**src/verilog/check_pkg.sv**
```systemverilog
package check_pkg;

   // ============================================================
   // Lane checker states
   // ============================================================

   typedef enum logic [2:0] {
      CHK_OFF       = 3'd0, // Checking disabled, pass through
      CHK_IDLE      = 3'd1,
      CHK_LONG      = 3'd2, // Long packet open
      CHK_SHORT     = 3'd3, // Short header seen, length pending
      CHK_SHORT_END = 3'd4
   } lane_state_e;

   // ============================================================
   // Packet statistics
   // ============================================================

   localparam int STAT_W = 16;

   typedef struct packed {
      logic [STAT_W-1:0] long_cnt;
      logic [STAT_W-1:0] short_cnt;
   } pkt_stats_t;

endpackage

```
**src/verilog/idi_pkg.sv**
```systemverilog
package idi_pkg;

   // ============================================================
   // Lane count and field widths
   // ============================================================

   localparam int NUM_LANES = 2;

   localparam int DT_W   = 6;  // Data type
   localparam int WC_W   = 16; // Word count
   localparam int VC_W   = 4;  // Virtual channel
   localparam int DATA_W = 64; // Payload beat
   localparam int BE_W   = 3;  // Byte enable code

   // ============================================================
   // Data type decoding
   // ============================================================

   // Data types with bits 5..2 all zero are short packets (frame and
   // line sync codes). Anything above that limit opens a long packet.
   localparam logic [DT_W-1:0] LONG_TYPE_MSB_FIELD = 6'b11_1100;

   // ============================================================
   // One lane of the IDI bus
   // ============================================================

   typedef struct packed {
      logic              tunnel_mode_en;
      logic              header_en;       // Header level
      logic [DT_W-1:0]   data_type;
      logic [WC_W-1:0]   word_count;
      logic [VC_W-1:0]   virtual_channel;
      logic [DATA_W-1:0] data;
      logic              data_en;         // Payload beat valid
      logic [BE_W-1:0]   byte_en;
   } idi_bus_t;

endpackage
```
**src/verilog/idi_validity_check.sv**
```systemverilog
`timescale 1ns/1ns

module idi_validity_check
   import idi_pkg::*;
   import check_pkg::*;
(
   input  logic                 clk,
   input  logic                 rst_n,
   input  logic [NUM_LANES-1:0] check_en,
   input  idi_bus_t             in_bus  [NUM_LANES],
   output idi_bus_t             out_bus [NUM_LANES],
   output pkt_stats_t           stats   [NUM_LANES]
);

   // ============================================================
   // Per-lane checker and statistics
   // ============================================================

   logic [NUM_LANES-1:0] long_acc;
   logic [NUM_LANES-1:0] short_acc;

   genvar i;
   generate
      for (i = 0; i < NUM_LANES; i++) begin : g_lane

         idi_validity_check_lane u_lane (
            .clk       (clk),
            .rst_n     (rst_n),
            .check_en  (check_en[i]),
            .in_bus    (in_bus[i]),
            .out_bus   (out_bus[i]),
            .long_acc  (long_acc[i]),
            .short_acc (short_acc[i])
         );

         idi_pkt_stats u_stats (
            .clk       (clk),
            .rst_n     (rst_n),
            .long_acc  (long_acc[i]),
            .short_acc (short_acc[i]),
            .stats     (stats[i])
         );

      end
   endgenerate

endmodule

```
**src/verilog/idi_pkt_stats.sv**
```systemverilog
`timescale 1ns/1ns

module idi_pkt_stats
   import check_pkg::*;
(
   input  logic       clk,
   input  logic       rst_n,
   input  logic       long_acc,
   input  logic       short_acc,
   output pkt_stats_t stats
);

   // ============================================================
   // Saturating counters
   // ============================================================

   localparam logic [STAT_W-1:0] CNT_MAX = '1;

   logic [STAT_W-1:0] long_cnt;
   logic [STAT_W-1:0] short_cnt;

   function automatic logic [STAT_W-1:0] sat_inc(
      input logic [STAT_W-1:0] cnt,
      input logic              inc
   );
      logic [STAT_W-1:0] res;
      res = cnt;
      if (inc && (cnt != CNT_MAX)) begin
         res = cnt + 1'b1;
      end
      return res;
   endfunction

   always_ff @(posedge clk or negedge rst_n) begin
      if (!rst_n) begin
         long_cnt <= '0;
      end else begin
         long_cnt <= sat_inc(long_cnt, long_acc);
      end
   end

   always_ff @(posedge clk or negedge rst_n) begin
      if (!rst_n) begin
         short_cnt <= '0;
      end else begin
         short_cnt <= sat_inc(short_cnt, short_acc);
      end
   end

   // ============================================================
   // Output
   // ============================================================

   assign stats.long_cnt  = long_cnt;
   assign stats.short_cnt = short_cnt;

endmodule

```
**src/verilog/idi_validity_check_lane.sv**
```systemverilog
`timescale 1ns/1ns

module idi_validity_check_lane
   import idi_pkg::*;
   import check_pkg::*;
(
   input  logic     clk,
   input  logic     rst_n,
   input  logic     check_en,
   input  idi_bus_t in_bus,
   output idi_bus_t out_bus,
   output logic     long_acc,
   output logic     short_acc
);

   // ============================================================
   // Input delay
   // ============================================================

   idi_bus_t    in_d;       // Previous cycle of the bus
   logic        hdr_prev;   // Previous header level
   lane_state_e state;
   lane_state_e state_nxt;

   logic        hdr_rise;
   logic        hdr_fall;
   logic        long_hdr;
   logic        short_hdr;
   logic        short_fwd;
   logic        long_start;
   logic        fwd;

   always_ff @(posedge clk or negedge rst_n) begin
      if (!rst_n) begin
         in_d     <= '0;
         hdr_prev <= 1'b0;
      end else begin
         in_d     <= in_bus;
         hdr_prev <= in_bus.header_en;
      end
   end

   // ============================================================
   // Header edge decode
   // ============================================================

   assign hdr_rise = in_bus.header_en & ~hdr_prev;
   assign hdr_fall = hdr_prev & ~in_bus.header_en;

   // A header only counts when no payload beat shares its cycle
   assign long_hdr  = hdr_rise & ~in_bus.data_en &
                      (|(in_bus.data_type & LONG_TYPE_MSB_FIELD));
   assign short_hdr = hdr_rise & ~in_bus.data_en &
                      ~(|(in_bus.data_type & LONG_TYPE_MSB_FIELD));

   // ============================================================
   // Framing FSM
   // ============================================================

   always_ff @(posedge clk or negedge rst_n) begin
      if (!rst_n) begin
         state <= CHK_OFF;
      end else begin
         state <= state_nxt;
      end
   end

   always_comb begin
      state_nxt = state;
      if (!check_en) begin
         state_nxt = CHK_OFF;
      end else begin
         case (state)
            CHK_OFF: begin
               state_nxt = CHK_IDLE;
            end
            CHK_IDLE, CHK_SHORT_END: begin
               if (long_hdr) begin
                  state_nxt = CHK_LONG;
               end else if (short_hdr) begin
                  state_nxt = CHK_SHORT;
               end else begin
                  state_nxt = CHK_IDLE;
               end
            end
            CHK_LONG: begin
               if (hdr_fall) begin
                  state_nxt = CHK_IDLE;
               end
            end
            CHK_SHORT: begin
               // Header must drop after exactly one cycle
               if (!in_bus.header_en) begin
                  state_nxt = CHK_SHORT_END;
               end else begin
                  state_nxt = CHK_IDLE;
               end
            end
            default: begin
               state_nxt = CHK_OFF;
            end
         endcase
      end
   end

   // ============================================================
   // Acceptance pulses
   // ============================================================

   assign short_fwd  = (state == CHK_SHORT) && (state_nxt == CHK_SHORT_END);
   assign long_start = (state != CHK_LONG) && (state_nxt == CHK_LONG);

   // Aligned with the first cycle spent in CHK_LONG
   always_ff @(posedge clk or negedge rst_n) begin
      if (!rst_n) begin
         long_acc <= 1'b0;
      end else begin
         long_acc <= long_start;
      end
   end

   assign short_acc = short_fwd;

   // ============================================================
   // Output select
   // ============================================================

   assign fwd = (state == CHK_OFF) || (state == CHK_LONG) || short_fwd;

   always_comb begin
      if (fwd) begin
         out_bus = in_d;
      end else begin
         out_bus = '0; // Filtered cycle
      end
   end

endmodule

```
**config.mk**
```make
export PLATFORM = sky130hd
export DESIGN_NAME = idi_validity_check
export DESIGN_NICKNAME = d
export VERILOG_FILES = /design/src/verilog/check_pkg.sv /design/src/verilog/idi_pkg.sv /design/src/verilog/idi_validity_check.sv /design/src/verilog/idi_pkt_stats.sv /design/src/verilog/idi_validity_check_lane.sv
export SDC_FILE = /design/constraint.sdc
export NUM_CORES = 1
export LEC_CHECK = 0
export BUFFER_PORTS_ARGS = -buffer_cell sky130_fd_sc_hd__buf_2
export CELL_PAD_IN_SITES_DETAIL_PLACEMENT = 0
export CELL_PAD_IN_SITES_GLOBAL_PLACEMENT = 1
export CORE_UTILIZATION = 30
export CTS_CLUSTER_SIZE = 10
export DETAILED_ROUTE_END_ITERATION = 10
export GPL_ROUTABILITY_DRIVEN = 0
export GPL_TIMING_DRIVEN = 1
export PLACE_DENSITY = 0.79
export SYNTH_ARGS = -nofsm -noshare
export SYNTH_HDL_FRONTEND = slang
export SYNTH_SLANG_ARGS = --single-unit
```
**constraint.sdc**
```tcl
create_clock -name clk -period 2.35 [get_ports clk]
set_input_delay 0.47 -clock clk [delete_from_list [all_inputs] [get_ports clk]]
set_output_delay 0.47 -clock clk [all_outputs]
set_load 0.01 [all_outputs]
```
## After elaboration in Yosys (flattened, before gate mapping)

Index checks and enable logic that the tools add are counted.

| storage, ports and cells | value |
|---|---|
| register bits after elaboration | 264 |
| latch bits | 0 |
| memory bits (writable) | 0 |
| ROM bits | 0 |
| input port bits | 196 |
| logic and storage cells | 96 |
| memories kept | 0 |

| cells by class | value |
|---|---|
| $add $sub $neg | 4 |
| $mul | 0 |
| div/mod/pow operators | 0 |
| order comparisons | 0 |
| eq/ne operators | 18 |
| shift-type cells | 0 |
| multiplexer cells | 14 |
| bitwise gates (word level) | 18 |
| reduce and logical (&&, ||, !) cells | 18 |

Operator list:

| operator | count |
|---|---|
| $mux W96 | 2 |
| $add A16 B1 Y16 const B | 4 |
| $ne A16 B16 Y1 const B | 4 |
| $mux W3 | 8 |
| $pmux W3 S4 | 2 |
| $eq A3 B2 Y1 const B | 6 |
| $eq A3 B3 Y1 const B | 4 |
| $and A1 B1 Y1 | 10 |
| $logic_and A1 B1 Y1 | 8 |
| $not A1 Y1 | 8 |
| $reduce_or A4 Y1 | 2 |
| $eq A3 B1 Y1 const B | 2 |
| $logic_not A3 Y1 | 2 |
| $ne A3 B2 Y1 const B | 2 |
| $logic_or A1 B1 Y1 | 4 |
| $mux W2 | 2 |
| $reduce_or A2 Y1 | 2 |

## Depth between registers and ports, before layout

| depth | value |
|---|---|
| word-level depth | 12 |
| mapped depth | 7 |

## Modules after synthesis

Synthesis repeated with hierarchy kept, for this count alone.

| unflattened totals | value |
|---|---|
| cells, all modules | 740 |
| area, all modules | 9766.9 µm² |

By module, submodules not included:

| module | instances | cells an instance | area each (µm²) |
|---|---|---|---|
| idi_validity_check_lane | 2 | 229 | 3328.2 |
| idi_pkt_stats | 2 | 141 | 1555.2 |

## Worst setup path before layout

No wires, ideal clock.

| timing | value |
|---|---|
| path type | register to output |
| start | reg g_lane[1].u_lane.state[2] |
| end | out out_bus[55] (netlist name) |
| arrival | 1735 ps |
| slack | 145 ps |
| cell stages (with the launch flop) | 8 |
| path buffers | 3 |
| cells stage by stage | dfrtp_1 -> clkbuf_1 -> nand2b_1 -> or2_1 -> o21ai_2 -> clkbuf_1 -> clkbuf_1 -> and2_1 |

RTL lines:

| item | RTL line | RTL |
|---|---|---|
| start, declared | idi_validity_check_lane.sv:22 | `lane_state_e state;` |
| start signal, assigned | idi_validity_check_lane.sv:64 | `state <= state_nxt;` |
| end, declared | idi_validity_check.sv:11 | `output idi_bus_t out_bus [NUM_LANES],` |

==> metrics.cfg <==
[outcome]
status = complete, but fails checks
violations = negative setup slack

[grt]
grt_pass1_wl_um = 46000
grt-busiest-layer = met2
grt_use_total_pct = 18.0
grt_use_met1_pct = 21.5
overflow = 0
grtUsageMet2_pct = 30.9
antenna_found_initial = 4
met3_usage_pct = 4.39
grt_pass1_vias = 8255
grt_max_degree = 73

[power]
share_comb_of_total_power_pct = 18.7
power.leakage_nw = 8.15
p_sw_share_pct = 24.6
power.total_w = 0.0111
cellPowerDensity_nw_per_um2 = 680
clock_power_share_pct = 37.2
peakVddDrop_mv = 0.596
p_sw_w = 0.00272
internal_power_w = 0.00835
p_seq_share_pct = 44.1

[synth]
avgSynthCellArea_sq_um = 12.9
synth_area_sq_um = 9690
netlist_instances = 753
ys_seq_area_share_pct = 68.2
yosysMostFrequentCell = dfrtp_1
async_flop_share_pct = 100
synthFlopType = dfrtp_1
yosysTopAreaCellShare_pct = 68.2
syn-num-nets = 953
ys_types = 53
synth_common_cells = dfrtp_1 (264), and2_1 (194), nor2_1 (34), nand2_1 (29), nand3_1 (27)
ys_ff_latch = 264
synth-edff-count = 0
yosys.area.top_type = dfrtp_1
synth_top_cells_by_area = dfrtp_1 (68%), and2_1 (13%), xor2_1 (2.3%)
synth_warnings = 0

[floorplanning]
die-area_sq_um = 33000
ios = 452
die_h_um = 182
core_area_sq_um = 31600
die_w_um = 182
rows = 65
initial_core_util_pct = 30.6

[place]
dp.cells = 1599
io_buffers = 451
dp_hpwl_um = 19700
pre_cts_ws_ps = 76.4

[sta]
fmax_mhz = 388
finalClockSkew_ps = 7.95
relSlewSlack_pct = 58.2
rsz0062_at_grt = true
layout_min_cycle_time_ps = 2580
maxSlewViolCount = 0
hold_viol = 0
fin_setup_tns_ps = -31170
setup_viol = 191
setup_ws_ps = -230
fin_crit_sh_pct = 110
tightest_slew_ps = 627

[worst_hold_path]
worstHoldPathType = in2reg

[cells_and_area]
regArea_sq_um = 6610
drive_gt1_share_pct = 50.3
fillerInstances = 2700
layout.nets = 1567
area_growth_syn_to_layout_pct = 68.1
multiInputGateArea_sq_um = 3310
fin_cells = 1779

[setup_path]
critPathLaunchType = register
crit_start = g_lane[0].u_lane.state[2]$_DFF_PN0_
r2r_end = g_lane[0].u_stats.short_cnt[10]$_DFFE_PN0P_
worst-path-max-fanout = 11
r2r_setup_slack_ps = 350
endpoint = out_bus[166]
arrival_ps = 2110
critPathCaptureType = output pin
criticalPathCategory = reg2out
cp.required_ps = 1880
reg2reg_depth = 6
worstReg2RegStart = g_lane[0].u_lane.state[2]$_DFF_PN0_

[routing]
drc = 0
post_drt_wl_per_cell_um = 18.3
ant_nets = 0
routed_via_density = 4.57
num_vias = 8130
first_iter_violations = 250
drt-pass1-iter-count = 4
routed_wirelength_um = 32600

[clock_network]
clock_path_buffers = 3
clock_latency_ps = 550
clock_tree.root_cell = clkbuf_16
cts_buffers = 31
cts_tree = built
numClockSinks = 264
htreeDepth = 1
cts.clk_slew.worst_paths_ps = 60

[flow_run]
cap_violations = 0

## layout by cell type, fill, tap and decap left out, types with 9 or more instances in the layout
cell type      netlist  final
xnor2_1             22     22
buf_4                0     24
buf_16               0     11
dlygate4sd3_1        0    102
buf_12               0     10
and3_1               9      9
nand2_1             29     29
xor2_1              26     26
and2_4               0    127
buf_6                0    139
nand3_1             27     27
dfrtp_1            264    262
and2_1             194     67
a31oi_1             11     11
clkbuf_16            0     36
buf_2                6    313
nor2_1              34     34
## sequential cells by signal, indices dropped and copies added, names as in the netlist
| signal | count |
|---|---|
| g_lane.u_lane.in_d | 192 |
| g_lane.u_lane.state | 6 |
| g_lane.u_stats.long_cnt | 32 |
| g_lane.u_stats.short_cnt | 32 |
| g_lane.u_lane.long_acc | 2 |
## worst max-delay path: stages (launching register included)
cell,delay [ps]
dfrtp_1,380
nand2b_4,140
or3_4,350
o21ai_4,90
buf_12,190
clkbuf_16,170
and2_1,120
buf_2,130
## layout make-up
class / count / share of cell area [%]
Sequential cell: 264 / 40.6
Timing Repair Buffer: 607 / 30.7
Multi-Input combinational cell: 455 / 20.3
Clock buffer: 37 / 4.96
Tap cell: 402 / 3.09
Inverter: 8 / 0.184
Clock inverter: 4 / 0.146
Antenna cell: 2 / 0.0307
## cells by family (layout without fill, tap and decap cells)
| family | count (synthesis) | in the layout | synth area share (%) |
|---|---|---|---|
| AO/OA/AOI/OAI | 47 | 47 | 3.47 |
| other | 0 | 2 | 0 |
| flip-flops | 264 | 264 | 68.2 |
| buffers and inverters | 34 | 656 | 1.39 |
| multiplexers | 7 | 7 | 0.813 |
| XOR/XNOR | 48 | 48 | 4.34 |
| AND/OR/NAND/NOR | 349 | 349 | 21.3 |
| adder cells (fa/ha/maj) | 4 | 4 | 0.516 |
## timing repair
action	4_1_cts	5_1_grt
cloned	11	5
hold endpoints to repair	164	1
endpoints found under the setup margin	192	192
hold buffers	101	1
resized for setup	112	187
buffers inserted	15	5
pin swaps	43	76
## worst min-delay path by stage
stage / from / to / cells past startpoint
floorplan: rst_n / g_lane[0].u_lane.in_d[0]$_DFF_PN0_ / 0
global placement: g_lane[1].u_stats.long_cnt[3]$_DFFE_PN0P_ / g_lane[1].u_stats.long_cnt[3]$_DFFE_PN0P_ / 1
detailed placement: g_lane[1].u_stats.long_cnt[3]$_DFFE_PN0P_ / g_lane[1].u_stats.long_cnt[3]$_DFFE_PN0P_ / 1
CTS: in_bus[147] / g_lane[0].u_lane.in_d[51]$_DFF_PN0_ / 1
global route: in_bus[147] / g_lane[0].u_lane.in_d[51]$_DFF_PN0_ / 1
finish: in_bus[152] / g_lane[0].u_lane.in_d[56]$_DFF_PN0_ / 1
## power by group through the flow
stage	registers (W)	logic, W	clock network [W]
global route	0.00491	0.00218	0.00442
global placement	0.00495	0.00118	0
CTS	0.00487	0.00169	0.00425
detailed placement	0.00495	0.00120	0
floorplan	0.00493	0.000497	0
finish	0.00489	0.00207	0.00412
## layer usage
metal / vias to the layer above / part of all wire [%] / wire [um]
li1: 3693 / - / -
met1: 4036 / 39 / 12700
met2: 319 / 51 / 16800
met3: 78 / 6.0 / 1960
met4: 4 / 3.5 / 1150
met5: - / 0.089 / 29
## metrics by stage
step	cell area [sq um]	hold slack [ps]	util (%)
floorplan	9690	174	-
global placement	12600	479	39.8
detailed placement	12600	482	39.8
CTS	15300	0.220	48.4
global route	16300	0.796	51.5
finish	16300	32.0	51.5
(Power assumes the default switching activity.)
